--- src/include/bpred_defines.svh ---
`ifndef BPRED_DEFINES_SVH
`define BPRED_DEFINES_SVH

// ========================================
// datapath widths
// ========================================

// address and instruction width
`define BPRED_XLEN 32

// global history length, also the lane count
`define BPRED_GHR_LEN 8

// stored weight width
`define BPRED_WEIGHT_W 8

// high weight bits that feed the vote
`define BPRED_HOB_W 3

// signed sum of all lane votes
`define BPRED_SUM_W 7

// ========================================
// table sizes
// ========================================

// perceptron table, indexed by pc[5:2]
`define BPRED_TABLE_ENTRIES 16
`define BPRED_TABLE_IDX_W 4

// instruction memory, word address is pc[9:2]
`define BPRED_IMEM_DEPTH 256
`define BPRED_IMEM_ADDR_W 8

// ========================================
// instruction fields
// ========================================

// 16-bit signed offset
`define BPRED_IMM16_LSB 6
`define BPRED_IMM16_MSB 21

// 26-bit absolute field starts at bit 0
`define BPRED_IMM26_MSB 25

// predecoded target select and unconditional flag
`define BPRED_SEL_MSB 31
`define BPRED_SEL_LSB 30
`define BPRED_UNCOND_BIT 29

`endif

--- src/hdl/bpred_pkg.sv ---
`default_nettype none

`include "bpred_defines.svh"

package bpred_pkg;

	// stored perceptron weight, two's complement
	typedef logic signed [`BPRED_WEIGHT_W-1:0] weight_t;

	// one lane's contribution, wide enough for the negated high bits
	typedef logic signed [`BPRED_HOB_W:0] vote_t;

	// one vote per history position
	typedef vote_t [`BPRED_GHR_LEN-1:0] vote_vec_t;

	// global history, bit 0 is the newest outcome
	typedef logic [`BPRED_GHR_LEN-1:0] ghr_t;

	// perceptron table index
	typedef logic [`BPRED_TABLE_IDX_W-1:0] tbl_idx_t;

	// predecoded target select field
	typedef enum logic [1:0] {
		TGT_SEQ   = 2'b00,
		// return, no stack here so it falls back to pc+4
		TGT_RET   = 2'b01,
		TGT_IMM16 = 2'b10,
		TGT_IMM26 = 2'b11
	} target_sel_e;

endpackage

`default_nettype wire

--- src/hdl/perceptron_sum.sv ---
`timescale 1ns/10ps
`default_nettype none

`include "bpred_defines.svh"

module perceptron_sum import bpred_pkg::*; (
	input  wire vote_vec_t votes,
	output logic           perceptron_taken
);

	localparam int HALF = `BPRED_GHR_LEN / 2;

	logic signed [`BPRED_SUM_W-1:0] lvl1 [2];
	logic signed [`BPRED_SUM_W-1:0] sum;

	// ========================================
	// adder tree
	// ========================================

	// level 1 sums the lower and upper half of the lanes
	always_comb begin
		lvl1[0] = '0;
		lvl1[1] = '0;
		for (int i = 0; i < HALF; i++) begin
			// widen each vote before adding
			lvl1[0] = lvl1[0] + `BPRED_SUM_W'(vote_t'(votes[i]));
			lvl1[1] = lvl1[1] + `BPRED_SUM_W'(vote_t'(votes[i+HALF]));
		end
	end

	// level 2
	assign sum = lvl1[0] + lvl1[1];

	// zero or positive predicts taken
	assign perceptron_taken = ~sum[`BPRED_SUM_W-1];

endmodule

`default_nettype wire

--- config.mk ---
export PLATFORM = sky130hd
export DESIGN_NAME = perceptron_sum
export DESIGN_NICKNAME = d
export VERILOG_FILES = /design/src/hdl/bpred_pkg.sv /design/src/hdl/perceptron_sum.sv
export VERILOG_INCLUDE_DIRS = /design/src /design/src/include
export SDC_FILE = /design/constraint.sdc
export NUM_CORES = 1
export LEC_CHECK = 0
export BUFFER_PORTS_ARGS = -buffer_cell sky130_fd_sc_hd__buf_2
export CAP_MARGIN = 20
export CORE_MARGIN = 4
export CORE_UTILIZATION = 39
export DETAILED_ROUTE_END_ITERATION = 10
export PLACE_DENSITY = 0.76
export SYNTH_ARGS = -nofsm -noshare
export SYNTH_HDL_FRONTEND = slang
export SYNTH_SLANG_ARGS = --single-unit
--- constraint.sdc ---
create_clock -name vclk -period 10.7
set_input_delay 0.535 -clock vclk [all_inputs]
set_output_delay 0.535 -clock vclk [all_outputs]
set_load 0.01 [all_outputs]
---- Word level (Yosys, flattened, before mapping) ----
Index checks and enable logic that the tools add are counted.
W data, S select, Z words.
word-level totals
  register bits ........................... 0
  latch bits .............................. 0
  memory bits (writable) .................. 0
  ROM bits ................................ 0
  bits of input ports ..................... 32
  output and inout bits ................... 1
  logic and storage cells ................. 8
  memories kept ........................... 0
operators by class
  $add $sub $neg .......................... 7
  $mul .................................... 0
  divide/modulo/power cells ............... 0
  magnitude comparators ................... 0
  eq/ne operators ......................... 0
  shift-type cells ........................ 0
  multiplexer cells ....................... 0
  bitwise logic cells ..................... 1
  reduce and logical (&&, ||, !) cells .... 0
operators with widths
  kind           number
  $add A6 B4 Y7  2
  $add A5 B4 Y6  2
  $add A4 B4 Y5  2
  $add A7 B7 Y7  1
  $not A1 Y1     1

---- Logic depth before layout (Yosys ltp) ----
  word-level depth ........................ 5
  depth in mapped cells ................... 13
  gate-level depth less buffers ........... 13

---- Worst setup path before layout ----
OpenSTA, ideal clock, no wires.
  path kind ............................... input-to-output
  start ................................... input votes[3] (netlist bit)
  end ..................................... output perceptron_taken
  arrival time ............................ 3721 ps
  data required time ...................... 10165 ps
  path slack .............................. 6444 ps
  stages .................................. 12
  path through ............................ fa_1 -> inv_1 -> fa_1 -> inv_1 -> fa_1 -> inv_1 -> fa_1 -> inv_1 -> ha_1 -> a21oi_1 -> o21ai_0 -> xnor2_1
on the way
  longest elaborated chain between the ends .. 5
RTL lines
  item             RTL line              text
  start, declared  perceptron_sum.sv:7   input wire vote_vec_t votes,
  $add A4 B4 Y5    perceptron_sum.sv:26  lvl1[0] = lvl1[0] + `BPRED_SUM_W'(vote_t'(votes[i]));
  $add A5 B4 Y6    perceptron_sum.sv:26
  $add A6 B4 Y7    perceptron_sum.sv:26
  $add A7 B7 Y7    perceptron_sum.sv:32  assign sum = lvl1[0] + lvl1[1];
  $not A1 Y1       perceptron_sum.sv:35  assign perceptron_taken = ~sum[`BPRED_SUM_W-1];
  end, declared    perceptron_sum.sv:8   output logic perceptron_taken
No other way between the ends.

---- Final worst setup path ----
Same ends and word-level chain as after synthesis.

==> results.toml <==
[yosys]
yosysUniqueCellTypes = 11
synth_top_family_by_area = "adder cells"
synthTopCellsByArea = "fa_1, inv_1, ha_1"
syn_nets = 153
synth_common_cells = "inv_1, fa_1, ha_1"
synth.area.mux_share = 0
syn-instance-count = 90
synth_top_area_share = 0.602
synth_area_um2 = 832
synth_warnings = 0
synth-xor-area-share = 0.0421
yosys.cell_count.top_type = "inv_1"
synth_top_area_cell = "fa_1"
synthAdderAreaFrac = 0.692
synth-simple-area-share = 0.0150
synth_area_per_cell_um2 = 9.24
ys_seq_area_frac = 0
synth_compound_area_frac = 0.0301

[setup_path]
setup.worst_path.end_class = "output pin"
cp_top_family = "adder cells"
crit_arrival_ns = 4.00
crit_chain = "buf_2 -> fa_1 -> inv_1 -> fa_1 -> inv_1 -> fa_1 -> inv_1 -> fa_1 -> inv_1 -> ha_1 -> o211ai_1 -> o21ai_0 -> xnor2_1 -> buf_2"
required_ns = 10.17
critical_path.max_stage_delay_ns = 0.58
worst-path-buf-inv = 6
cp-start-kind = "input pin"
path_class = "in2out"
slowest_stage = "fa_1"
cp_max_fo = 2

[finish]
area_growth_pct = 23.9
nets = 188
drive_above_1_share = 0.268
fin_cells = 150
antenna_cells = 0
regArea_um2 = 0
clkbuf_count = 0
flops_and_latches = 0

[die]
die_x_um = 54.2
core_area_um2 = 2000
dieArea_um2 = 2940
initial_utilization = 0.416
die_h_um = 54.2
io_pins = 33
num_rows = 16

[clock_network]
postCtsHoldBufs = 0
ctsResizeCount = 0
cts_setup_buffers = 0

[global_routing]
grt_max_degree = 3
antenna_found_initial = 0
grt_pass1_wl_um = 2380
grt_pass1_vias = 639
grt_overflow = 0
grtUsageTotal = 0.106

[timing]
hold_viol = 0
drv_slew = 0
fin_crit_sh = 0.424
max_clock_freq_mhz = 221
worst_pin_slew_ns = 0.217
min_period_ns = 4.53
setup_viol = 0
rsz0062_at_grt = "no"
finalSetupTns_ns = 0
max-slew-margin-rel = 0.854

[power]
power_density_nw_per_um2 = 166
p_leak_nw = 0.638
clock_power_share = 0
p_total_w = 0.000171
p_sw_frac = 0.516
seq_power_share = 0
p_int_w = 0.0000829
ir_worst_vdd_mv = 0.121
p_comb_frac = 1.000
switching_power_w = 0.0000885

[placed_design]
dp.final_hpwl_um = 1340
io_buffer_count = 33
gp_congestion = 0.729
place_inst = 150

[job]
cap_violations = 0

[hold_path]
hold_class = "in2out"

[drt]
num_vias = 601
drc = 0
antenna_left = 0
vias_per_cell = 4.01
drtIter0Drc = 5
wirelength_um = 1300
routedWlPerCell_um = 8.69
firstDrtPassIters = 3

[status]
status = "completed"
==> through the flow <==
stage	hold slack [ns]	util	worst slack, ns	cell area [um2]
after floorplan	1.53	-	6.44	832
after global placement	1.75	0.515	6.23	1030
after detailed placement	1.76	0.515	6.15	1030
after CTS	1.76	0.515	6.13	1030
after global routing	1.80	0.515	5.97	1030
final	1.75	0.515	6.17	1030
==> metal layers <==
metal / vias to the layer above / part of all wire / GRT usage
met1: 280 / 0.33 / 0.114
met4: 0 / 0 / 0
met2: 21 / 0.58 / 0.235
met5: - / 0 / 0
met3: 0 / 0.088 / 0
li1: 300 / - / -
==> tightest hold or removal path: cells and delay by family <==
kind            cells  cell delay, ns
buf+inv             2            0.21
fa+ha+maj           1            0.13
xor+xnor            1            0.07
compound gates      2            0.27
==> power groups by stage <==
stage                     Clock, W  Combinational [W]  Sequential, W
after floorplan                  0           0.000131              0
after global placement           0           0.000169              0
after detailed placement         0           0.000177              0
after CTS                        0           0.000179              0
after global routing             0           0.000203              0
final                            0           0.000171              0
==> logic make-up after synthesis <==
| family | Yosys count |
|---|---|
| buffers and inverters | 49 |
| adders and majority gates | 31 |
| AOI/OAI and AO/OA | 4 |
| xor gates and xnor gates | 4 |
| and+or+nand+nor | 2 |
==> final timing paths <==
path	from	end	slack [ns]	cells after the start
setup / recovery	votes[3]	perceptron_taken	6.17	14
hold / removal	votes[28]	perceptron_taken	1.75	6
==> layout make-up <==
class	count	area, um2
multi-input combinational	41	648
timing repair buffer	33	165
tap	27	33.8
inverter	49	184
fill	197	971
==> placed cells by master (no fill, tap or decap) <==
| master | n |
|---|---|
| a21oi_1 | 1 |
| a211oi_1 | 1 |
| inv_1 | 49 |
| and2_1 | 1 |
| buf_2 | 33 |
| fa_1 | 25 |
| nor2b_1 | 1 |
| xor2_1 | 1 |
| xnor2_1 | 3 |
| o211ai_1 | 1 |
| o21ai_0 | 1 |
| ha_1 | 6 |
(Power assumes the default switching activity.)
