## config.mk

```make
export PLATFORM = sky130hd
export DESIGN_NAME = history_register_flat
export DESIGN_NICKNAME = d
export VERILOG_FILES = /design/src/hdl/bpred_pkg.sv /design/src/hdl/history_if.sv /design/src/hdl/history_register.sv /design/src/flat_wrapper.sv
export VERILOG_INCLUDE_DIRS = /design/src /design/src/include
export SDC_FILE = /design/constraint.sdc
export NUM_CORES = 1
export LEC_CHECK = 0
export BUFFER_PORTS_ARGS = -buffer_cell sky130_fd_sc_hd__buf_2
export CORE_MARGIN = 5
export CORE_UTILIZATION = 23
export CTS_CLUSTER_DIAMETER = 40
export DETAILED_ROUTE_END_ITERATION = 6
export PLACE_DENSITY = 0.83
export SYNTH_ARGS = -nofsm -noshare
export SYNTH_HDL_FRONTEND = slang
export SYNTH_SLANG_ARGS = --single-unit
```

## constraint.sdc

```tcl
create_clock -name clk -period 1.33 [get_ports clk]
set_clock_uncertainty 0.15 [all_clocks]
set_input_delay 0.133 -clock clk [delete_from_list [all_inputs] [get_ports clk]]
set_output_delay 0.133 -clock clk [all_outputs]
set_load 0.05 [all_outputs]
```

## src/include/bpred_defines.svh

```systemverilog
`ifndef BPRED_DEFINES_SVH
`define BPRED_DEFINES_SVH

// ========================================
// datapath widths
// ========================================

// address and instruction width
`define BPRED_XLEN 32

// global history length, also the lane count
`define BPRED_GHR_LEN 8

// stored weight width
`define BPRED_WEIGHT_W 8

// high weight bits that feed the vote
`define BPRED_HOB_W 3

// signed sum of all lane votes
`define BPRED_SUM_W 7

// ========================================
// table sizes
// ========================================

// perceptron table, indexed by pc[5:2]
`define BPRED_TABLE_ENTRIES 16
`define BPRED_TABLE_IDX_W 4

// instruction memory, word address is pc[9:2]
`define BPRED_IMEM_DEPTH 256
`define BPRED_IMEM_ADDR_W 8

// ========================================
// instruction fields
// ========================================

// 16-bit signed offset
`define BPRED_IMM16_LSB 6
`define BPRED_IMM16_MSB 21

// 26-bit absolute field starts at bit 0
`define BPRED_IMM26_MSB 25

// predecoded target select and unconditional flag
`define BPRED_SEL_MSB 31
`define BPRED_SEL_LSB 30
`define BPRED_UNCOND_BIT 29

`endif

```

## src/hdl/bpred_pkg.sv

```systemverilog
`default_nettype none

`include "bpred_defines.svh"

package bpred_pkg;

	// stored perceptron weight, two's complement
	typedef logic signed [`BPRED_WEIGHT_W-1:0] weight_t;

	// one lane's contribution, wide enough for the negated high bits
	typedef logic signed [`BPRED_HOB_W:0] vote_t;

	// one vote per history position
	typedef vote_t [`BPRED_GHR_LEN-1:0] vote_vec_t;

	// global history, bit 0 is the newest outcome
	typedef logic [`BPRED_GHR_LEN-1:0] ghr_t;

	// perceptron table index
	typedef logic [`BPRED_TABLE_IDX_W-1:0] tbl_idx_t;

	// predecoded target select field
	typedef enum logic [1:0] {
		TGT_SEQ   = 2'b00,
		// return, no stack here so it falls back to pc+4
		TGT_RET   = 2'b01,
		TGT_IMM16 = 2'b10,
		TGT_IMM26 = 2'b11
	} target_sel_e;

endpackage

`default_nettype wire

```

## src/hdl/history_if.sv

```systemverilog
`timescale 1ns/10ps
`default_nettype none

`include "bpred_defines.svh"

interface history_if import bpred_pkg::*; ();

	// global history, pre-shift value during a strobe cycle
	ghr_t ghr;
	// index of the pc being looked up
	tbl_idx_t fetch_idx;
	// index of the branch being trained
	tbl_idx_t upd_idx;
	// single-cycle training strobe, no back-pressure
	logic upd_strobe;
	// resolved direction, 1 is taken
	logic upd_dir;

	// history module drives everything
	modport source (
		output ghr,
		output fetch_idx,
		output upd_idx,
		output upd_strobe,
		output upd_dir
	);

	// each lane only listens
	modport lane (
		input ghr,
		input fetch_idx,
		input upd_idx,
		input upd_strobe,
		input upd_dir
	);

endinterface

`default_nettype wire

```

## src/hdl/history_register.sv

```systemverilog
`timescale 1ns/10ps
`default_nettype none

`include "bpred_defines.svh"

module history_register import bpred_pkg::*; (
	input  wire logic                   clk,
	input  wire logic                   reset,
	// lookup address for the next fetch
	input  wire logic [`BPRED_XLEN-1:0] next_pc,
	// training request from execute
	input  wire logic                   update,
	input  wire logic [`BPRED_XLEN-1:0] update_pc,
	input  wire logic                   update_dir,
	history_if.source                   hist
);

	ghr_t ghr_q;

	// ========================================
	// global history
	// ========================================

	// newest outcome enters at bit 0
	always_ff @(posedge clk) begin
		if (reset) begin
			ghr_q <= '0;
		end else if (update) begin
			ghr_q <= {ghr_q[`BPRED_GHR_LEN-2:0], update_dir};
		end
	end

	// lanes train against this value at the shift edge
	assign hist.ghr = ghr_q;

	// ========================================
	// table indices
	// ========================================

	// word-aligned pc, drop the low two bits
	assign hist.fetch_idx = next_pc[`BPRED_TABLE_IDX_W+1:2];
	assign hist.upd_idx = update_pc[`BPRED_TABLE_IDX_W+1:2];

	// training strobe and outcome go straight to every lane
	assign hist.upd_strobe = update;
	assign hist.upd_dir = update_dir;

endmodule

`default_nettype wire

```

## src/flat_wrapper.sv

```systemverilog
// flat-port wrapper written by rule: the top's interface ports become plain ports
module history_register_flat import bpred_pkg::*;
  (clk, reset, next_pc, update, update_pc, update_dir, hist_ghr, hist_fetch_idx, hist_upd_idx, hist_upd_strobe, hist_upd_dir);
  history_if hist_i ();
  input  wire logic clk;
  input  wire logic reset;
  input  wire logic [`BPRED_XLEN-1:0] next_pc;
  input  wire logic update;
  input  wire logic [`BPRED_XLEN-1:0] update_pc;
  input  wire logic update_dir;
  output wire logic [$bits(hist_i.ghr)-1:0] hist_ghr;
  output wire logic [$bits(hist_i.fetch_idx)-1:0] hist_fetch_idx;
  output wire logic [$bits(hist_i.upd_idx)-1:0] hist_upd_idx;
  output wire logic [$bits(hist_i.upd_strobe)-1:0] hist_upd_strobe;
  output wire logic [$bits(hist_i.upd_dir)-1:0] hist_upd_dir;
  assign hist_ghr = hist_i.ghr;
  assign hist_fetch_idx = hist_i.fetch_idx;
  assign hist_upd_idx = hist_i.upd_idx;
  assign hist_upd_strobe = hist_i.upd_strobe;
  assign hist_upd_dir = hist_i.upd_dir;
  history_register u_core (.clk(clk), .reset(reset), .next_pc(next_pc), .update(update), .update_pc(update_pc), .update_dir(update_dir), .hist(hist_i));
endmodule
```

### Word-level counts from Yosys, hierarchy flattened

Index checks and enable logic that the tools add are counted.

| word-level totals | value |
|---|---|
| input port bits | 68 |
| register bits | 8 |
| logic and storage cells | 1 |
| output and inout bits | 18 |

### Longest topological paths before layout

| logic depth | value |
|---|---|
| depth in word-level cells | 0 |
| gate-level depth with buffers | 3 |
| depth with buffers taken out | 2 |

### Least setup slack after synthesis

OpenSTA, ideal clock, no wires.

| timing | value |
|---|---|
| path kind | flip-flop to flip-flop |
| start point | register u_core.ghr_q[0], in the netlist u_core.hist.ghr[0] |
| end point | register u_core.ghr_q[1], in the netlist u_core.hist.ghr[1] |
| clock period less this slack | 1.061 ns |
| required time | 1.114 ns |
| path buffers | 0 |
| library setup time | 0.066 ns |
| slack | 0.269 ns |
| cell stages (with the launch flop) | 3 |
| arrival | 0.845 ns |
| cell sequence | dfxtp_1 > mux2i_1 > nor2_1 |

RTL lines:

| what | line | source |
|---|---|---|
| from (decl) | history_register.sv:18 | `ghr_t ghr_q;` |
| from (signal assigned) | history_register.sv:29 | `` ghr_q <= {ghr_q[`BPRED_GHR_LEN-2:0], update_dir}; `` |

### Final worst setup path

| timing | value |
|---|---|
| start point | input port update_dir |
| end point | output port hist_upd_dir |

RTL lines:

| what | line | source |
|---|---|---|
| from (decl) | flat_wrapper.sv:10 | `input wire logic update_dir;` |
| to (decl) | flat_wrapper.sv:15 | `output wire logic [$bits(hist_i.upd_dir)-1:0] hist_upd_dir;` |

No word-level cell between the ends.

==> Flow_metrics.wiki <==
{| class="wikitable"
! Metric !! Value
|-
| Critical R2R Launch || u_core.hist.ghr[1]
|-
| Endpoint required time on the critical path || 1050 ps
|-
| Max Cap Violations || 0
|-
| Effective utilization at floorplan || 0.242
|-
| Cell types with the highest counts after synthesis || sky130_fd_sc_hd__buf_4, sky130_fd_sc_hd__dfxtp_1, sky130_fd_sc_hd__mux2i_1, sky130_fd_sc_hd__nor2_1
|-
| Cell Area, Placed || 355 µm²
|-
| GRT met1 Usage || 0.0546
|-
| Minimum clock period after layout || 1290 ps
|-
| Horiz. Die Dim || 49.6 µm
|-
| VDD IR max || 0.347 mV
|-
| Routing usage on met3 || 0.0392
|-
| Post-Place Setup Slack || 361 ps
|-
| Proportion of synthesized chip area in sequential cells || 0.444
|-
| Top-area cell type share of the netlist area || 0.444
|-
| Wire length per cell after detailed routing || 11.1 µm
|-
| Final-report hold violation count || 0
|-
| Final Core Density || 0.267
|-
| Ratio of total power to cell area || between 1000 and 1500 nW/µm²
|-
| Die area || 2460 µm²
|-
| Height of the die || 49.6 µm
|-
| Number of enable-type register cells in the synthesized netlist || 0
|-
| Area Overhead vs Synth || 10.4%
|-
| Comb power frac || 0.121
|-
| Total power consumption of the routed design || 479 µW
|-
| Max transition margin || 0.831
|-
| Result of the run || finished clean
|-
| Post-synthesis area per instance || about 10 µm²
|-
| Via count of the first global-routing pass || 209
|-
| Area used by multi-input combinational logic || roughly 110 µm²
|-
| Biggest area contributors in the synthesized netlist || sky130_fd_sc_hd__dfxtp_1, sky130_fd_sc_hd__mux2i_1, sky130_fd_sc_hd__buf_4
|-
| Number of nets produced by synthesis || 104
|-
| Top-count cell post-synth || sky130_fd_sc_hd__buf_4
|-
| Number of instances in the synthesized netlist || 36
|-
| Via total after detailed routing || roughly 230
|-
| Clock latency at the later pin of the worst-skew pair || 240 ps
|-
| H-tree level count || 1
|-
| Final Setup Violations || 0
|-
| Unrepaired setup endpoints after global routing || false
|-
| Post-CTS resize count || 0
|-
| Critical Path Sink Type || primary output
|-
| Routability-driven placement congestion ratio || 0.674
|-
| Crit-path max FO || 2
|-
| IO buf count || 13
|-
| Total negative slack for setup checks || 0 ps
|-
| Count of final max-slew check failures || 0
|-
| Post-detailed-routing wire length || 645 µm
|-
| Crit Path Class || in2out
|-
| Filler Cell Count || between 150 and 200
|-
| Post-route cell area || 398 µm²
|-
| Slew at the pin closest to its max-slew limit || 255 ps
|-
| Share of total power in the clock network || 0.366
|-
| Number of clock sinks seen by CTS || 8
|-
| Top Ports || 86
|-
| Maximum count of clock buffers along a single path || 2
|-
| Register Area || 160 µm²
|-
| Residual DRC || 0
|-
| Switching pwr || 114 µW
|-
| Number of buffers inserted for hold repair after clock tree synthesis || 2
|-
| Unique cell type count in the Yosys netlist || 6
|-
| Share of flip-flops with an asynchronous set or reset || 0
|-
| Diode count || 0
|-
| Drt initial violations || 5
|-
| Vias/cell || 4.03
|-
| Clk Tree Root Cell || sky130_fd_sc_hd__clkbuf_4
|-
| Clock tree from TritonCTS || done
|-
| Grt total ovfl || 0
|-
| YS warnings || 0
|-
| Clock buffer count from CTS || 3
|-
| Post-Synthesis Cell Area || 360 µm²
|-
| Upper clock frequency limit || 777 MHz
|-
| Portion of the clock cycle consumed by the worst path in the final layout || 0.967
|-
| Launch instance of the worst min-delay path || update_pc[3]
|-
| Floorplan row count || 14
|-
| Max reg flops || 8
|-
| Register share of total power || 0.513
|-
| Top flip-flop cell by instance count after synthesis || sky130_fd_sc_hd__dfxtp_1
|-
| Net count of the finished layout || 112
|-
| Reported leakage power || 0.209 nW
|-
| Crit path arrival time || 1000 ps
|-
| DRT Pass-1 Iters || 4
|-
| Cell type with the highest aggregate area in the netlist || sky130_fd_sc_hd__dfxtp_1
|-
| Met2 demand-to-capacity share in global routing || 0.0678
|-
| Buffers inserted during post-CTS setup optimization || 0
|-
| Worst hold path type || in2out
|-
| Layout cells sized above 1 || 0.381
|-
| Total Routing Usage GR || 0.0554
|-
| Worst Setup SP || update_dir
|-
| Core footprint || about 1500 µm²
|-
| FF+latch count, synth || 8
|-
| Wire length of the first global-routing pass || roughly 970 µm
|-
| Pin count of the biggest net entering global routing || 10
|-
| Worst Slack Setup Final || 43.5 ps
|-
| Critical path launch point type || primary input
|-
| Net Sw Frac || 0.238
|-
| Power Internal || 365 µW
|-
| Grt peak-use layer || met2
|-
| Initial antenna violation count || 0
|-
| Antenna viol nets, final || 0
|}
==> cells in the final DEF, fill, tap and decap left out <==
| cell type | instances |
|---|---|
| sky130_fd_sc_hd__clkbuf_4 | 3 |
| sky130_fd_sc_hd__nor2_1 | 8 |
| sky130_fd_sc_hd__mux2i_1 | 8 |
| sky130_fd_sc_hd__dlygate4sd3_1 | 2 |
| sky130_fd_sc_hd__buf_2 | 13 |
| sky130_fd_sc_hd__dfxtp_1 | 8 |
==> final cells by class <==
type,instances,area share
clock buffer,3,0.0566
sequential,8,0.403
tap,16,0.0503
multi-input combinational,16,0.277
timing repair buffer,15,0.214
==> power by group through the flow <==
stage	logic (mW)	registers, mW	clock network, mW
after global routing	0.0614	0.246	0.200
after floorplan	0.100	0.264	0
after CTS	0.0587	0.246	0.187
final	0.0580	0.246	0.175
after detailed placement	0.0542	0.251	0
after global placement	0.0536	0.251	0
==> final timing paths <==
| kind | endpoint | slack (ps) | cells past startpoint |
|---|---|---|---|
| max reg2reg | u_core.hist.ghr[2] | 570 | 2 |
| max | hist_upd_dir | 40 | 3 |
| min | hist_upd_idx[1] | 120 | 0 |
| min reg2reg | u_core.hist.ghr[7] | 340 | 2 |
==> cells by family (layout without fill, tap and decap cells) <==
kind of cell / Yosys count / in the layout / share of synthesized area
buf+inv: 12 / 18 / 0.250
flops: 8 / 8 / 0.444
mux: 8 / 8 / 0.222
simple gates: 8 / 8 / 0.0833
==> per-layer routing <==
metal / up-vias / share of wire / wire (µm)
met1: 99 / 0.39 / 250
met5: - / 0 / 0
met4: 0 / 0.014 / 9
li1: 119 / - / -
met2: 14 / 0.43 / 278
met3: 2 / 0.16 / 106
==> critical path: stages <==
cell                            delay [ps]
sky130_fd_sc_hd__dlygate4sd3_1         520
sky130_fd_sc_hd__buf_2                 100
sky130_fd_sc_hd__buf_2                 250
==> stage by stage <==
step	instances	hold WS (ps)
after global placement	53	116
after detailed placement	53	116
after floorplan	36	130
after CTS	58	116
after global routing	58	116
final	58	116
No activity file was read; power rests on OpenSTA's default activity.
