### config.mk
export PLATFORM = sky130hd
export DESIGN_NAME = perceptron_lane_flat
export DESIGN_NICKNAME = d
export VERILOG_FILES = /design/src/hdl/bpred_pkg.sv /design/src/hdl/history_if.sv /design/src/hdl/perceptron_lane.sv /design/src/flat_wrapper.sv
export VERILOG_INCLUDE_DIRS = /design/src /design/src/include
export SDC_FILE = /design/constraint.sdc
export NUM_CORES = 1
export LEC_CHECK = 0
export ABC_AREA = 1
export BUFFER_PORTS_ARGS = -buffer_cell sky130_fd_sc_hd__clkbuf_2
export CAP_MARGIN = 25
export CORE_MARGIN = 1
export CORE_UTILIZATION = 25
export CTS_CLUSTER_DIAMETER = 40
export DETAILED_ROUTE_END_ITERATION = 8
export GPL_TIMING_DRIVEN = 0
export HOLD_SLACK_MARGIN = 0.15
export PLACE_DENSITY_LB_ADDON = 0.08
export SLEW_MARGIN = 20
export SYNTH_ARGS = -nofsm -noshare
export SYNTH_HDL_FRONTEND = slang
export SYNTH_SLANG_ARGS = --single-unit
### constraint.sdc
create_clock -name clk -period 2.5 [get_ports clk]
set_input_delay 0.375 -clock clk [delete_from_list [all_inputs] [get_ports clk]]
set_output_delay 0.375 -clock clk [all_outputs]
set_load 0.1 [all_outputs]
### src/include/bpred_defines.svh
`ifndef BPRED_DEFINES_SVH
`define BPRED_DEFINES_SVH

// ========================================
// datapath widths
// ========================================

// address and instruction width
`define BPRED_XLEN 32

// global history length, also the lane count
`define BPRED_GHR_LEN 8

// stored weight width
`define BPRED_WEIGHT_W 8

// high weight bits that feed the vote
`define BPRED_HOB_W 3

// signed sum of all lane votes
`define BPRED_SUM_W 7

// ========================================
// table sizes
// ========================================

// perceptron table, indexed by pc[5:2]
`define BPRED_TABLE_ENTRIES 16
`define BPRED_TABLE_IDX_W 4

// instruction memory, word address is pc[9:2]
`define BPRED_IMEM_DEPTH 256
`define BPRED_IMEM_ADDR_W 8

// ========================================
// instruction fields
// ========================================

// 16-bit signed offset
`define BPRED_IMM16_LSB 6
`define BPRED_IMM16_MSB 21

// 26-bit absolute field starts at bit 0
`define BPRED_IMM26_MSB 25

// predecoded target select and unconditional flag
`define BPRED_SEL_MSB 31
`define BPRED_SEL_LSB 30
`define BPRED_UNCOND_BIT 29

`endif

### src/hdl/bpred_pkg.sv
`default_nettype none

`include "bpred_defines.svh"

package bpred_pkg;

	// stored perceptron weight, two's complement
	typedef logic signed [`BPRED_WEIGHT_W-1:0] weight_t;

	// one lane's contribution, wide enough for the negated high bits
	typedef logic signed [`BPRED_HOB_W:0] vote_t;

	// one vote per history position
	typedef vote_t [`BPRED_GHR_LEN-1:0] vote_vec_t;

	// global history, bit 0 is the newest outcome
	typedef logic [`BPRED_GHR_LEN-1:0] ghr_t;

	// perceptron table index
	typedef logic [`BPRED_TABLE_IDX_W-1:0] tbl_idx_t;

	// predecoded target select field
	typedef enum logic [1:0] {
		TGT_SEQ   = 2'b00,
		// return, no stack here so it falls back to pc+4
		TGT_RET   = 2'b01,
		TGT_IMM16 = 2'b10,
		TGT_IMM26 = 2'b11
	} target_sel_e;

endpackage

`default_nettype wire

### src/hdl/history_if.sv
`timescale 1ns/10ps
`default_nettype none

`include "bpred_defines.svh"

interface history_if import bpred_pkg::*; ();

	// global history, pre-shift value during a strobe cycle
	ghr_t ghr;
	// index of the pc being looked up
	tbl_idx_t fetch_idx;
	// index of the branch being trained
	tbl_idx_t upd_idx;
	// single-cycle training strobe, no back-pressure
	logic upd_strobe;
	// resolved direction, 1 is taken
	logic upd_dir;

	// history module drives everything
	modport source (
		output ghr,
		output fetch_idx,
		output upd_idx,
		output upd_strobe,
		output upd_dir
	);

	// each lane only listens
	modport lane (
		input ghr,
		input fetch_idx,
		input upd_idx,
		input upd_strobe,
		input upd_dir
	);

endinterface

`default_nettype wire

### src/hdl/perceptron_lane.sv
`timescale 1ns/10ps
`default_nettype none

`include "bpred_defines.svh"

module perceptron_lane import bpred_pkg::*; #(
	// history position handled by this lane
	parameter int LANE = 0
) (
	input  wire logic clk,
	input  wire logic reset,
	history_if.lane   hist,
	output vote_t     vote
);

	// saturation limits of a weight
	localparam weight_t W_MAX = weight_t'({1'b0, {(`BPRED_WEIGHT_W-1){1'b1}}});
	localparam weight_t W_MIN = weight_t'({1'b1, {(`BPRED_WEIGHT_W-1){1'b0}}});

	// one weight per table entry for this history bit
	weight_t weights [`BPRED_TABLE_ENTRIES];

	weight_t rd_weight;
	weight_t upd_weight;
	weight_t next_weight;
	logic agree;
	logic signed [`BPRED_HOB_W-1:0] hob;

	// ========================================
	// lookup and vote
	// ========================================

	// only the high bits take part in the vote
	assign hob = rd_weight[`BPRED_WEIGHT_W-1 -: `BPRED_HOB_W];

	// history 1 adds the weight, history 0 subtracts it
	assign vote = hist.ghr[LANE] ? vote_t'(hob) : -vote_t'(hob);

	// ========================================
	// training
	// ========================================

	// old entry read straight from the column
	assign upd_weight = weights[hist.upd_idx];
	assign agree = (hist.upd_dir == hist.ghr[LANE]);

	// +1 on agreement, -1 otherwise, clamp at the ends
	always_comb begin
		next_weight = upd_weight;
		if (agree) begin
			if (upd_weight != W_MAX) begin
				next_weight = upd_weight + weight_t'(1);
			end
		end else begin
			if (upd_weight != W_MIN) begin
				next_weight = upd_weight - weight_t'(1);
			end
		end
	end

	always_ff @(posedge clk) begin
		if (reset) begin
			// zero weights give a taken prediction
			for (int e = 0; e < `BPRED_TABLE_ENTRIES; e++) begin
				weights[e] <= '0;
			end
			rd_weight <= '0;
		end else begin
			// same-index write is seen one lookup later
			rd_weight <= weights[hist.fetch_idx];
			if (hist.upd_strobe) begin
				weights[hist.upd_idx] <= next_weight;
			end
		end
	end

endmodule

`default_nettype wire

### src/flat_wrapper.sv
// flat-port wrapper written by rule: the top's interface ports become plain ports
module perceptron_lane_flat import bpred_pkg::*;
#(
	                                        
	parameter int LANE = 0
)
  (clk, reset, vote, hist_ghr, hist_fetch_idx, hist_upd_idx, hist_upd_strobe, hist_upd_dir);
  history_if hist_i ();
  input  wire logic clk;
  input  wire logic reset;
  output vote_t vote;
  input wire logic [$bits(hist_i.ghr)-1:0] hist_ghr;
  input wire logic [$bits(hist_i.fetch_idx)-1:0] hist_fetch_idx;
  input wire logic [$bits(hist_i.upd_idx)-1:0] hist_upd_idx;
  input wire logic [$bits(hist_i.upd_strobe)-1:0] hist_upd_strobe;
  input wire logic [$bits(hist_i.upd_dir)-1:0] hist_upd_dir;
  assign hist_i.ghr = hist_ghr;
  assign hist_i.fetch_idx = hist_fetch_idx;
  assign hist_i.upd_idx = hist_upd_idx;
  assign hist_i.upd_strobe = hist_upd_strobe;
  assign hist_i.upd_dir = hist_upd_dir;
  perceptron_lane #(.LANE(LANE)) u_core (.clk(clk), .reset(reset), .hist(hist_i), .vote(vote));
endmodule
======== Word level (Yosys, flattened, before mapping) ========
Memories as Yosys holds them, arrays and structs flattened. A register that Yosys moved wholly into a read port is not among the register bits.
Cells that the tools add are included.
storage, ports and cells
  bits in writable memories ............... 128
  word-level logic and storage cells ...... 20
  bits in registers ....................... 0
  memories ................................ 1
cells by class
  mux-type cells .......................... 12
  reductions and logical operators ........ 1
  equal/unequal tests ..................... 3
  add/sub/neg operators ................... 3
memories
  name            words  width  rd ports  clocked after memory_dff  wr ports  RTL line               source
  u_core.weights  16     8      2         1                         16        perceptron_lane.sv:21  weight_t weights [`BPRED_TABLE_ENTRIES];
operators by type and width
  operator                                           number
  two-way mux 8 bit                                  4
  inequality test 8 bit (second input constant)      2
  adder 8 x 2 -> 8 bit (second input constant)       1
  two-way mux 4 bit                                  2
  OR reduction 8 bit                                 1
  subtractor 8 x 2 -> 8 bit (second input constant)  1
  two-way mux 1 bit                                  6
  negator 3 -> 4 bit                                 1
  equality test 1 bit                                1

======== Depth between registers and ports, before layout ========
  depth in word-level cells ............... 5
  depth in mapped cells ................... 21

======== Worst setup path before layout ========
OpenSTA, ideal clock, no wires.
  path kind ............................... flip-flop to output port
  from .................................... register u_core.rd_weight[5], read port of u_core.weights
  to ...................................... output vote[2]
  slack ................................... -0.667 ns
  cell stages (with the launch flop) ...... 5
  data required time ...................... 2.125 ns
  path buffers ............................ 0
  data arrival time ....................... 2.792 ns
  cell sequence ........................... dfxtp_1 -> inv_1 -> ha_1 -> xor2_1 -> o21ai_0
between the ends
  word-level cells in the longest chain between the ends .. 2
ends and longest elaborated chain
  item                RTL line               source
  start, declared     perceptron_lane.sv:23  weight_t rd_weight;
  negator 3 -> 4 bit  perceptron_lane.sv:37  assign vote = hist.ghr[LANE] ? vote_t'(hob) : -vote_t'(hob);
  two-way mux 4 bit   perceptron_lane.sv:37
  end, declared       flat_wrapper.sv:11     output vote_t vote;
Every way passes these cells.

==> results.sh <==
export IMPL_synthCells=889
export IMPL_cp_required_ns=2.56
export IMPL_synth_most_common_cell="nand2_1"
export IMPL_p_clk_frac=0.401
export IMPL_synthTopCellsByArea="edfxtp_1 53%, nand2_1 18%, nor2_1 5.4%"
export IMPL_critical_path_endpoint="u_core.weights[0][0]"
export IMPL_leakagePower_uw=0.00382
export IMPL_dr_pass1_iters=5
export IMPL_antenna_found_initial=0
export IMPL_clock_latency_ns=0.42
export IMPL_grt_max_degree=17
export IMPL_synth_top_cell_area_share=0.531
export IMPL_portBuffers=14
export IMPL_synth_area_mm2=0.00724
export IMPL_cts_root_buf="clkbuf_16"
export IMPL_cts_made_buffers=17
export IMPL_die_area_mm2=0.0296
export IMPL_rsz0062_at_grt="yes"
export IMPL_grt_ovfl_total=0
export IMPL_worst_setup_path_start_kind="primary input"
export IMPL_hold_viol=0
export IMPL_yosys_area_top_type="edfxtp_1"
export IMPL_final_instance_count_excl_fill=1351
export IMPL_htreeDepth=4
export IMPL_core_area_mm2=0.0282
export IMPL_crit_path_max_incr_delay_ns=0.57
export IMPL_grt_usage=0.191
export IMPL_grt_pass1_wl_um=39700
export IMPL_multi_input_area_mm2=0.00316
export IMPL_slew_limit_headroom=0.506
export IMPL_gr_max_usage_layer="met2"
export IMPL_grt_pass1_vias=6219
export IMPL_synth_area_per_cell_um2=8.14
export IMPL_rrSetupSlack_ns=0.16
export IMPL_syn_nets=913
export IMPL_die_h_um=172
export IMPL_tns_ns=0
export IMPL_p_int_uw=4530
export IMPL_critPathSlowestCell="nand2_1"
export IMPL_vias=6304
export IMPL_critPathTopFamily="simple AND/OR/NAND/NOR gates"
export IMPL_ant_nets=0
export IMPL_die_width_um=172
export IMPL_ys_seq_area_frac=0.539
export IMPL_viasPerCell=4.67
export IMPL_io_pins=24
export IMPL_gp_congestion=0.813
export IMPL_grtUsageMet2=0.331
export IMPL_pwr_share_comb=0.203
export IMPL_yosys_warnings=0
export IMPL_finalCritPeriodShare=0.994
export IMPL_met3_usage=0.0259
export IMPL_cp_cell_sequence="buf_6 > buf_8 > buf_12 > buf_12 > nor3_1 > nand2_1 > nand2_1"
export IMPL_async_flop_share=0
export IMPL_start_util=0.257
export IMPL_tightest_slew_ns=0.737
export IMPL_drt_iter0_drc=390
export IMPL_rr_worst_depth=15
export IMPL_met1_usage=0.250
export IMPL_netlist_top_cells_count="351 x nand2_1, 128 x edfxtp_1, 105 x nor2_1"
export IMPL_p_sw_frac=0.293
export IMPL_synth_seq_cells=131
export IMPL_critPathKind="primary input to register"
export IMPL_cts_sinks=131
export IMPL_min_period_ns=2.48
export IMPL_rr_startpoint="u_core.weights[5][5]"
export IMPL_rr_endpoint="u_core.weights[5][3]"
export IMPL_fillers=2995
export IMPL_dp_cells=1281
export IMPL_place_hpwl_um=19000
export IMPL_power_density_mw_per_mm2=692
export IMPL_hold_path_class="primary input to register"
export IMPL_syn_to_final_growth_pct=27.8
export IMPL_worst_path_buf_inv=4
export IMPL_switchingPower_uw=1870
export IMPL_drc=0
export IMPL_final_nets=984
export IMPL_cp_end_kind="register"
export IMPL_synth_distinct_cells=28
export IMPL_timing_final_ws_setup_ns=0.0156
export IMPL_wl_per_cell_um=20.0
export IMPL_wirelength_um=27000
export IMPL_outcome="finished clean"
export IMPL_cap_violations=0
export IMPL_cts_clk_slew_worst_paths_ns=0.06
export IMPL_p_seq_frac=0.396
export IMPL_slew_viol_final=0
export IMPL_drive_above_1_share=0.212
export IMPL_setup_viol_count_final=0
export IMPL_path_depth=7
export IMPL_cp_max_fo=10
export IMPL_synth_edf_count=128
export IMPL_seq_area_mm2=0.00390
export IMPL_vdd_ir_drop_worst_uv=447
export IMPL_synth_ff_type="edfxtp_1"
export IMPL_arrival_ns=2.54
export IMPL_cp_startpoint="hist_upd_idx[0]"
export IMPL_place_ws_ns=-1.32
export IMPL_hp_start="hist_fetch_idx[3]"
export IMPL_num_antenna_cells=0
export IMPL_cts_tree="built"
export IMPL_rows=61
export IMPL_clock_skew_ns=0.0113
export IMPL_max_freq_mhz=403
export IMPL_cts_buffer_depth=2
area by class of cell:
| class | instances | area share |
|---|---|---|
| clock buffers | 18 | 0.0464 |
| inverters | 44 | 0.0192 |
| repair buffers | 53 | 0.0504 |
| multi-input cells | 667 | 0.341 |
| well taps | 378 | 0.0511 |
| plain buffers | 46 | 0.0522 |
| flip-flops and latches | 131 | 0.422 |
| clock inverters | 14 | 0.0177 |
worst reg2reg max path: cells and delay by family, from the launching register on:
family,cells,cell delay [ns]
compound gates,2,0.17
buf+inv,2,0.27
flops,1,0.41
simple gates,11,1.22
metal layers:
| metal | share of wire | vias up |
|---|---|---|
| met5 | 0 | - |
| li1 | - | 3090 |
| met4 | 0.015 | 0 |
| met2 | 0.49 | 168 |
| met3 | 0.037 | 25 |
| met1 | 0.46 | 3021 |
placed cells by master, fill, tap and decap left out, drive strengths merged:
| master | Yosys | routed |
|---|---|---|
| o221ai | 3 | 3 |
| a21oi | 63 | 63 |
| clkinvlp | 0 | 5 |
| bufbuf | 0 | 1 |
| xor2 | 2 | 2 |
| o22ai | 2 | 2 |
| dfxtp | 3 | 3 |
| xnor2 | 2 | 2 |
| nor3 | 4 | 4 |
| nand3 | 51 | 51 |
| clkinv | 3 | 8 |
| o21ai | 39 | 39 |
| ha | 4 | 4 |
| nand4 | 6 | 6 |
| bufinv | 0 | 3 |
| buf | 35 | 71 |
| nor2 | 125 | 125 |
| dlygate4sd3 | 0 | 2 |
| o211ai | 8 | 8 |
| inv | 41 | 42 |
| nand2 | 357 | 357 |
| edfxtp | 128 | 128 |
| clkbuf | 12 | 43 |
| and2 | 1 | 1 |
stage by stage:
step | util | hold slack, ns | cell area (um^2) | power, uW
floorplan | - | 0.444 | 7250 | 3210
global placement | 0.277 | 0.601 | 7790 | 3560
detailed placement | 0.277 | 0.592 | 7790 | 3550
CTS | 0.313 | 0.268 | 8820 | 6250
global route | 0.329 | 0.313 | 9250 | 6630
finish | 0.329 | 0.287 | 9250 | 6400
power groups by stage:
stage / Combinational [uW] / Clock (uW) / Sequential, uW
after floorplan: 649 / 0 / 2560
after global placement: 973 / 0 / 2580
after detailed placement: 965 / 0 / 2580
after CTS: 1120 / 2600 / 2540
after global routing: 1420 / 2670 / 2540
final: 1300 / 2560 / 2540
timing repair:
item / in CTS / in global routing
setup endpoints to repair: 186 / 136
hold endpoints to repair: 2 / 0
resized for setup: 83 / 66
setup buffers: 11 / 20
hold buffers: 2 / 0
pin swaps: 9 / 19
cloned: 3 / 3
cell families after synthesis:
logic type,share of synthesized area
AOI/OAI and AO/OA,0.0847
xor gates and xnor gates,0.00484
adders and majority gates,0.00691
buffers and inverters,0.0605
DFF,0.539
and+or+nand+nor,0.304
how the worst min path moves through the flow:
stage                                      to  slack (ns)  cells past startpoint
after floorplan           u_core.rd_weight[5]        0.44                      1
after global placement    u_core.rd_weight[7]        0.60                      2
after detailed placement  u_core.rd_weight[5]        0.59                      2
after CTS                 u_core.rd_weight[5]        0.27                      3
after global routing      u_core.rd_weight[6]        0.31                      3
final                     u_core.rd_weight[5]        0.29                      3
registers in the layout, summed over array words and instances (netlist names):
| register | cells |
|---|---|
| u_core.weights | 128 |
| u_core.rd_weight | 3 |
No activity file was read; power rests on OpenSTA's default activity.
