==> config.mk <==
export PLATFORM = sky130hd
export DESIGN_NAME = fetch_unit
export DESIGN_NICKNAME = d
export VERILOG_FILES = /design/src/hdl/bpred_pkg.sv /design/src/hdl/fetch_unit.sv
export VERILOG_INCLUDE_DIRS = /design/src /design/src/include
export SDC_FILE = /design/constraint.sdc
export NUM_CORES = 1
export LEC_CHECK = 0
export ABC_AREA = 1
export BUFFER_PORTS_ARGS = -buffer_cell sky130_fd_sc_hd__buf_4
export CORE_UTILIZATION = 50
export CTS_CLUSTER_DIAMETER = 40
export CTS_CLUSTER_SIZE = 10
export DETAILED_ROUTE_END_ITERATION = 7
export HOLD_SLACK_MARGIN = 0.15
export PLACE_DENSITY = 0.77
export SLEW_MARGIN = 20
export SYNTH_ARGS = -nofsm -noshare
export SYNTH_HDL_FRONTEND = slang
export SYNTH_SLANG_ARGS = --single-unit
==> constraint.sdc <==
create_clock -name clk -period 3.4 [get_ports clk]
set_input_delay 0.68 -clock clk [delete_from_list [all_inputs] [get_ports clk]]
set_output_delay 0.68 -clock clk [all_outputs]
set_load 0.01 [all_outputs]
==> src/include/bpred_defines.svh <==
`ifndef BPRED_DEFINES_SVH
`define BPRED_DEFINES_SVH

// ========================================
// datapath widths
// ========================================

// address and instruction width
`define BPRED_XLEN 32

// global history length, also the lane count
`define BPRED_GHR_LEN 8

// stored weight width
`define BPRED_WEIGHT_W 8

// high weight bits that feed the vote
`define BPRED_HOB_W 3

// signed sum of all lane votes
`define BPRED_SUM_W 7

// ========================================
// table sizes
// ========================================

// perceptron table, indexed by pc[5:2]
`define BPRED_TABLE_ENTRIES 16
`define BPRED_TABLE_IDX_W 4

// instruction memory, word address is pc[9:2]
`define BPRED_IMEM_DEPTH 256
`define BPRED_IMEM_ADDR_W 8

// ========================================
// instruction fields
// ========================================

// 16-bit signed offset
`define BPRED_IMM16_LSB 6
`define BPRED_IMM16_MSB 21

// 26-bit absolute field starts at bit 0
`define BPRED_IMM26_MSB 25

// predecoded target select and unconditional flag
`define BPRED_SEL_MSB 31
`define BPRED_SEL_LSB 30
`define BPRED_UNCOND_BIT 29

`endif

==> src/hdl/bpred_pkg.sv <==
`default_nettype none

`include "bpred_defines.svh"

package bpred_pkg;

	// stored perceptron weight, two's complement
	typedef logic signed [`BPRED_WEIGHT_W-1:0] weight_t;

	// one lane's contribution, wide enough for the negated high bits
	typedef logic signed [`BPRED_HOB_W:0] vote_t;

	// one vote per history position
	typedef vote_t [`BPRED_GHR_LEN-1:0] vote_vec_t;

	// global history, bit 0 is the newest outcome
	typedef logic [`BPRED_GHR_LEN-1:0] ghr_t;

	// perceptron table index
	typedef logic [`BPRED_TABLE_IDX_W-1:0] tbl_idx_t;

	// predecoded target select field
	typedef enum logic [1:0] {
		TGT_SEQ   = 2'b00,
		// return, no stack here so it falls back to pc+4
		TGT_RET   = 2'b01,
		TGT_IMM16 = 2'b10,
		TGT_IMM26 = 2'b11
	} target_sel_e;

endpackage

`default_nettype wire

==> src/hdl/fetch_unit.sv <==
`timescale 1ns/10ps
`default_nettype none

`include "bpred_defines.svh"

module fetch_unit import bpred_pkg::*; (
	input  wire logic                   clk,
	input  wire logic                   reset,
	// word fetched at fetch_pc
	input  wire logic [`BPRED_XLEN-1:0] insn,
	input  wire logic                   perceptron_taken,
	// external redirect from execute
	input  wire logic                   redirect,
	input  wire logic [`BPRED_XLEN-1:0] redirect_pc,
	output logic      [`BPRED_XLEN-1:0] fetch_pc,
	output logic      [`BPRED_XLEN-1:0] next_pc,
	output logic                        pred_dir
);

	target_sel_e sel_field;
	target_sel_e eff_sel;
	logic uncond;

	logic [`BPRED_XLEN-1:0] pc_plus4;
	logic [`BPRED_XLEN-1:0] imm16_ext;
	logic [`BPRED_XLEN-1:0] imm16_sum;
	logic [`BPRED_XLEN-1:0] target_imm16;
	logic [`BPRED_XLEN-1:0] target_imm26;

	// ========================================
	// predecode
	// ========================================

	// select and unconditional flag sit in the top bits
	assign sel_field = target_sel_e'(insn[`BPRED_SEL_MSB:`BPRED_SEL_LSB]);
	assign uncond = insn[`BPRED_UNCOND_BIT];

	// unconditional words always go, others follow the perceptron
	assign pred_dir = uncond | perceptron_taken;

	// not-taken collapses any select to sequential
	assign eff_sel = target_sel_e'(sel_field & {2{pred_dir}});

	// ========================================
	// targets
	// ========================================

	assign pc_plus4 = fetch_pc + `BPRED_XLEN'd4;

	// sign-extend the 16-bit offset
	assign imm16_ext = {
		{(`BPRED_XLEN-16){insn[`BPRED_IMM16_MSB]}},
		insn[`BPRED_IMM16_MSB:`BPRED_IMM16_LSB]
	};
	assign imm16_sum = pc_plus4 + imm16_ext;
	// word aligned
	assign target_imm16 = {imm16_sum[`BPRED_XLEN-1:2], 2'b00};

	// region bits from the current pc, then the field, then alignment
	assign target_imm26 = {
		fetch_pc[`BPRED_XLEN-1:`BPRED_IMM26_MSB+3],
		insn[`BPRED_IMM26_MSB:0],
		2'b00
	};

	// ========================================
	// next pc
	// ========================================

	always_comb begin
		if (reset) begin
			// memory and tables are read at 0 while in reset
			next_pc = '0;
		end else if (redirect) begin
			// redirect beats any prediction
			next_pc = redirect_pc;
		end else begin
			case (eff_sel)
				TGT_SEQ:   next_pc = pc_plus4;
				TGT_RET:   next_pc = pc_plus4;
				TGT_IMM16: next_pc = target_imm16;
				TGT_IMM26: next_pc = target_imm26;
				default:   next_pc = pc_plus4;
			endcase
		end
	end

	// pc register
	always_ff @(posedge clk) begin
		if (reset) begin
			fetch_pc <= '0;
		end else begin
			fetch_pc <= next_pc;
		end
	end

endmodule

`default_nettype wire

==> flow_summary.ini, run 1 <==
[status]
outcome = did not finish
stop_error = [ERROR GRT-0232] Routing congestion too high. Check the congestion heatmap in the GUI.
stop_stage = global routing (5_1_grt)

[synth]
yosysSeqAreaShare_pct = 13.17
synthCells = 898
yosys.area.top_type_share_pct = 22.60
yosys-top-cells-area = nand2_1 23%, dfxtp_1 13%, inv_1 10%, a21oi_1 10%, ha_1 9.3%
syn_area_um2 = 4866
synth-compound-area-share_pct = 19.21
synth-adder-area-share_pct = 9.257
avgSynthCellArea_um2 = 5.419
synth_seq_cells = 32
yosysTopAreaCell = nand2_1
yosysWarningCount = 0
synth_fp_nets = 1002
yosys.area_share.simple_pct = 41.14
synth_xor_xnor_area_share_pct = 4.834
synth_top_family_by_area = simple AND/OR/NAND/NOR gates
synth_cell_types = 35
synthMuxAreaShare_pct = 0

[placement]
port-buffer-count = 129
dp_hpwl_um = 14340
dp_cells = 1244
gp_congestion = 0.9643

[floorplan]
die_x_um = 100.7
initial_core_util_pct = 52.17
ios = 133
std_cell_rows = 35
die_h_um = 100.7

[global_routing]
grt_max_degree = 71
grt_usage_pct = 81.06
grt_overflow_total = 76

[timing]
worstEpCategory = output port
grt_repair_worst_endpoint = next_pc[30]

[clock_network]
htree_levels = 2
cts_root_buf = clkbuf_8
clockBufferDepth = 2
cts_buffers = 5
cts.sinks = 32
cts_hold_buf = 0
[cell families after synthesis]
group | after synthesis
buffers and inverters | 158
DFF | 32
xor gates and xnor gates | 26
and+or+nand+nor | 475
adders and majority gates | 36
AOI/OAI and AO/OA | 171
[timing repair]
action | CTS
pin swaps | 68
setup buffers | 19
resized for setup | 190
setup endpoints to repair | 26
[per-layer routing]
layer / overflow / track usage (%)
met1: 0 / 78.97
met4: 28 / 84.73
met2: 42 / 96.42
met3: 5 / 68.72
met5: 1 / 31.28
[Yosys cell counts]
master     number
ha_1           36
nand2_1       293
dfxtp_1        32
inv_1         136
xor2_1         13
nand3b_1        4
a31oi_1         1
o21bai_1       12
nor3_1         12
o21ai_0        35
nor2_2          8
o22a_1          1
nand3_1        53
o2111ai_1       4
o221ai_1        1
or2_1           1
buf_2           5
nor2_1         79
o22ai_1         9
nand4_1         3
buf_4           1
nand2_2         9
clkbuf_1       13
inv_2           3
nand2_4         1
a21o_1          3
a221oi_1        1
o21ai_1         4
a22oi_1         1
xnor2_1        12
nor2_4          5
xor2_2          1
or2_2           5
nand3_2         2
a21oi_1        99
[stage by stage]
stage	setup slack (ps)	cell area [um^2]	TNS (ps)
floorplan	33.22	4866	0
global placement	-208.4	6743	-1851
detailed placement	-275.0	6743	-3169
CTS	-372.9	7802	-6356
==> run 2, diff against run 1 <==
--- a/config.mk
+++ b/config.mk
@@ -8,12 +8,9 @@
 export LEC_CHECK = 0
 export ABC_AREA = 1
 export BUFFER_PORTS_ARGS = -buffer_cell sky130_fd_sc_hd__buf_4
-export CORE_UTILIZATION = 50
-export CTS_CLUSTER_DIAMETER = 40
-export CTS_CLUSTER_SIZE = 10
+export CORE_UTILIZATION = 35
 export DETAILED_ROUTE_END_ITERATION = 7
-export HOLD_SLACK_MARGIN = 0.15
-export PLACE_DENSITY = 0.77
+export PLACE_DENSITY_LB_ADDON = 0.15
 export SLEW_MARGIN = 20
 export SYNTH_ARGS = -nofsm -noshare
 export SYNTH_HDL_FRONTEND = slang
==> flow_summary.ini, run 2 <==
[final_layout]
layout_common_cells = 262 x buf_4, 188 x nand2_1, 116 x inv_1
top_register = fetch_pc
top_regs = fetch_pc x32
n_antenna_cell = 0
fill_cells = 1177
stdcell_area_um2 = 8802
syn2layout_area_growth_pct = 80.89
drive_gt1_share_pct = 53.69
final_common_cell = buf_4
largest_register_ffs = 32
nNetsFinal = 1267
instances_no_fill = 1340

[placement]
gp_congestion = 0.9090
dp_cells = 1304
dp_hpwl_um = 15110
port-buffer-count = 129
post_dp_cell_area_um2 = 6899

[global_routing]
antenna_found_initial = 0
grt_overflow_total = 0
grt_pass1_vias = 6067
grt_usage_pct = 26.55
grt_max_degree = 56
grt_pass1_wl_um = 30080

[power]
internal_power_mw = 1.476
seqPwrFrac_pct = 18.0
power_density_nw_per_um2 = 281.4
p_total_mw = 2.477
p_sw_share_pct = 40.41
power_frac_clock_pct = 21.9
p_switching_mw = 1.001
ir_drop_mv = 0.3121
leakagePower_nw = 4.347
p_comb_share_pct = 60.1

[synth]
synth-async-reset-ratio_pct = 0
synth_fp_nets = 1002
yosysTopAreaCell = nand2_1
syn_area_um2 = 4866
yosysSeqAreaShare_pct = 13.17
yosys.area.top_type_share_pct = 22.60
avgSynthCellArea_um2 = 5.419
synth_common_cells = 293 x nand2_1, 136 x inv_1, 99 x a21oi_1
synthCells = 898
synth_cell_types = 35
synthMostInstantiatedCell = nand2_1
synth_seq_cells = 32
yosysWarningCount = 0
synth_edf_count = 0
yosys-top-cells-area = nand2_1 23%, dfxtp_1 13%, inv_1 10%, a21oi_1 10%, ha_1 9.3%
ys.flop_type = dfxtp_1

[clock_network]
cts_tree = done
clockBufferDepth = 2
htree_levels = 2
cts.sinks = 32
cts_hold_buf = 0
insertion_delay_ps = 280
cts_buffers = 5
clk_pin_slew_ps = 50
cts_root_buf = clkbuf_16

[timing]
hold_viol_final = 0
fin_ws_ps = -404.8
worst_pin_slew_ps = 671.3
period_share_pct = 111.9
slew_viol_final = 0
rsz0062_at_grt = yes
setup_viol = 26
fin_crit_ps = 3805
finalClockSkew_ps = 4.924
relSlewSlack_pct = 55.20
holdWs_ps = 561.9
fmax_mhz = 262.8

[setup_path]
path_class = register to output port
arrival_ps = 3120
cp-start-kind = register
regToRegStartpoint = fetch_pc[3]
path_max_fanout = 4
end_kind = output port
startpoint = fetch_pc[3]
cp.required_ps = 2720

[drt]
drc = 0
final_antenna_net_count = 0
via_per_inst = 4.969
wl_per_cell_um = 14.90
via_count = 6658
drt_wl_total_um = 19960
drt_iter0_drc = 358
first_pass_iters = 5

[hold_path]
hp-class = register to register
hold_start = fetch_pc[1]

[status]
failed_checks = setup timing
outcome = complete, but fails checks

[floorplan]
std_cell_rows = 42
die_h_um = 119.9
core_um2 = 13400
die_area_um2 = 14380
ios = 133
initial_core_util_pct = 36.31
die_x_um = 119.9

[flow_run]
maxCapViolations = 0
[run 2: final timing paths]
check | endpoint | slack [ps] | depth (start not counted)
setup / recovery | next_pc[28] | -400 | 22
hold / removal | fetch_pc[1] | 560 | 2
setup reg to reg | fetch_pc[25] | 530 | 21
hold reg to reg | fetch_pc[1] | 560 | 2
[run 2: per-layer routing]
metal / GRT usage, % / up-vias / share of wire, %
met4: 8.672 / 0 / 2.5
li1: - / 3389 / -
met5: 0 / - / 0
met3: 1.854 / 33 / 4.9
met1: 37.94 / 3064 / 46
met2: 41.99 / 172 / 46
[run 2: critical path, cell delays in order (launching register included)]
cell and delay, ps:
dfxtp_4 370, buf_6 110, buf_4 120, nand2_2 70, nor2_4 130, nand2_2 100, buf_4 150, nor2_4 80
nor2_1 60, ha_1 340, nand2_1 100, inv_2 60, a21oi_2 200, nor2_1 70, nor2_1 110, nand2_2 110
nand2_1 120, nand2_1 90, nand2_1 80, nand3_2 70, nand2_2 100, a21oi_2 50, buf_4 150
[run 2: repair_timing]
action | in CTS | in global routing
gates resized for setup | 224 | 146
setup endpoints to repair | 26 | 27
pin swaps | 66 | 97
setup buffers | 16 | 14
[run 2: cell families after synthesis]
logic type | Yosys count | share of synthesized area [%]
AND/OR/NAND/NOR | 475 | 41.14
AO/OA/AOI/OAI | 171 | 19.21
XOR/XNOR | 26 | 4.834
adder cells (fa/ha/maj) | 36 | 9.257
buffers and inverters | 158 | 12.39
flip-flops | 32 | 13.17
[run 2: cell type report]
type	instances	area, um^2	share of cell area (%)
multi-input cells	708	5052	57.40
well taps	176	220.2	2.502
flip-flops and latches	32	666.9	7.576
inverters	139	526.8	5.984
clock inverters	1	30.03	0.3412
clock buffers	7	152.6	1.734
repair buffers	277	2153	24.46
[run 2: power groups by stage]
stage          clock [mW]  combinational, mW  sequential, mW
2_1_floorplan           0              0.569           0.463
4_1_cts             0.549               1.31           0.444
3_5_place_dp            0               1.08           0.448
6_report            0.542               1.49           0.447
3_3_place_gp            0               1.08           0.447
5_1_grt             0.564               1.61           0.451
[run 2: stage by stage]
step                      setup slack, ps  util (%)  setup TNS, ps
after floorplan                     33.22         -              0
after global placement             -278.7     51.48          -3931
after detailed placement           -312.0     51.48          -4402
after CTS                          -386.2     60.85          -6087
after global routing               -575.0     65.69         -11630
final                              -404.8     65.69          -7378
Note: power is estimated with default switching activity, not from simulation.
==> run 3, diff against run 2 <==
--- a/config.mk
+++ b/config.mk
@@ -11,6 +11,7 @@
 export CORE_UTILIZATION = 35
 export DETAILED_ROUTE_END_ITERATION = 7
 export PLACE_DENSITY_LB_ADDON = 0.15
+export REMOVE_ABC_BUFFERS = 1
 export SLEW_MARGIN = 20
 export SYNTH_ARGS = -nofsm -noshare
 export SYNTH_HDL_FRONTEND = slang
==> flow_summary.ini, run 3 (same netlist as run 2, synthesis figures left out) <==
[floorplan]
die_h_um = 119.9
std_cell_rows = 42
ios = 133
initial_core_util_pct = 36.31
die_area_um2 = 14380
core_um2 = 13400
die_x_um = 119.9

[clock_network]
cts_buffers = 5
htree_levels = 2
cts.sinks = 32
clockBufferDepth = 2
insertion_delay_ps = 290
cts_tree = done
cts_hold_buf = 0
cts_root_buf = clkbuf_16
clk_pin_slew_ps = 60

[final_layout]
nNetsFinal = 1283
top_regs = fetch_pc x32
syn2layout_area_growth_pct = 91.36
n_antenna_cell = 0
largest_register_ffs = 32
layout_common_cells = 272 x buf_4, 176 x nand2_1, 110 x inv_1
drive_gt1_share_pct = 56.40
instances_no_fill = 1355
final_common_cell = buf_4
top_register = fetch_pc

[setup_path]
path_class = register to output port
cp-start-kind = register
arrival_ps = 3260
startpoint = fetch_pc[3]
cp.required_ps = 2720
regToRegStartpoint = fetch_pc[4]
path_max_fanout = 4
end_kind = output port

[timing]
holdWs_ps = 519.5
fmax_mhz = 253.9
finalClockSkew_ps = 7.244
relSlewSlack_pct = 61.59
slew_viol_final = 0
rsz0062_at_grt = yes
fin_ws_ps = -539.3
hold_viol_final = 0
period_share_pct = 115.9
fin_crit_ps = 3939
setup_viol = 26
worst_pin_slew_ps = 574.8

[global_routing]
grt_overflow_total = 0
grt_pass1_wl_um = 31340
grt_pass1_vias = 6266
grt_usage_pct = 27.93
grt_max_degree = 57
antenna_found_initial = 0

[placement]
dp_cells = 1307
gp_congestion = 0.9124
port-buffer-count = 129
dp_hpwl_um = 15300

[drt]
final_antenna_net_count = 0
drt_iter0_drc = 441
via_count = 6916
drc = 0
via_per_inst = 5.104
first_pass_iters = 5
wl_per_cell_um = 16.09
drt_wl_total_um = 21810

[power]
power_density_nw_per_um2 = 274.6
ir_drop_mv = 0.2937
leakagePower_nw = 4.549

[status]
failed_checks = setup timing
outcome = complete, but fails checks

[hold_path]
hold_start = fetch_pc[0]
hp-class = register to register

[flow_run]
maxCapViolations = 0
## run 3: cell types whose count changed in the layout (fill, tap and decap cells not counted), sizes merged
cell	previous run	this run
bufinv	1	0
buf	277	293
## run 3: path summary, 6_finish.rpt
path | to | slack, ps | cells after the start
max | next_pc[29] | -540 | 20
min | fetch_pc[0] | 520 | 2
max reg2reg | fetch_pc[27] | 350 | 24
min reg2reg | fetch_pc[0] | 520 | 2
## run 3: critical path: stages, from the launching register on
cell,delay [ps]
dfxtp_2,360
ha_4,150
nand2_4,60
nor2_4,120
nand3_2,100
nor3_4,210
nand2_2,130
xor2_4,200
inv_2,70
ha_4,280
a21oi_4,150
nor2_1,70
o21ai_0,190
nand2_1,110
a21oi_2,150
nand2_1,70
nand2_1,50
nand3_1,140
nand2_2,140
a21oi_1,70
buf_4,150
## run 3: stage by stage
stage	util, %	power [mW]	TNS (ps)	setup slack (ps)	instance area [um^2]
after floorplan	-	1.023	0	26.53	4785
after global placement	51.56	1.532	-3623	-317.7	6909
after detailed placement	51.56	1.534	-3967	-348.5	6909
after CTS	62.17	2.278	-6738	-439.7	8330
after global routing	69.49	2.698	-12310	-683.4	9311
final	69.49	2.556	-8975	-539.3	9311
## run 3: area by class of cell
class / count / area (um^2)
fill: 1075 / 4089
inverter: 139 / 529.3
clock buffer: 7 / 152.6
tap: 176 / 220.2
sequential: 32 / 668.1
multi-input combinational: 708 / 5445
timing repair buffer: 293 / 2296
## run 3: routing by layer
layer / track usage (%) / vias to the layer above / wire length [um]
met5: 0 / - / 0
met4: 7.187 / 0 / 505
met3: 2.139 / 37 / 1240
met2: 45.19 / 262 / 10230
met1: 39.70 / 3183 / 9830
li1: - / 3434 / -
## run 3: report_power, final
| part | switching [mW] | internal [mW] |
|---|---|---|
| combinational | 0.877 | 0.748 |
| clock | 0.173 | 0.307 |
| sequential | 0.0414 | 0.410 |
| total | 1.09 | 1.47 |
## run 3: what timing repair did
| action | CTS | global route |
|---|---|---|
| hold endpoints to repair | 0 | 0 |
| resized for setup | 239 | 213 |
| buffers inserted | 27 | 19 |
| endpoints found under the setup margin | 25 | 28 |
| pin swaps | 80 | 116 |
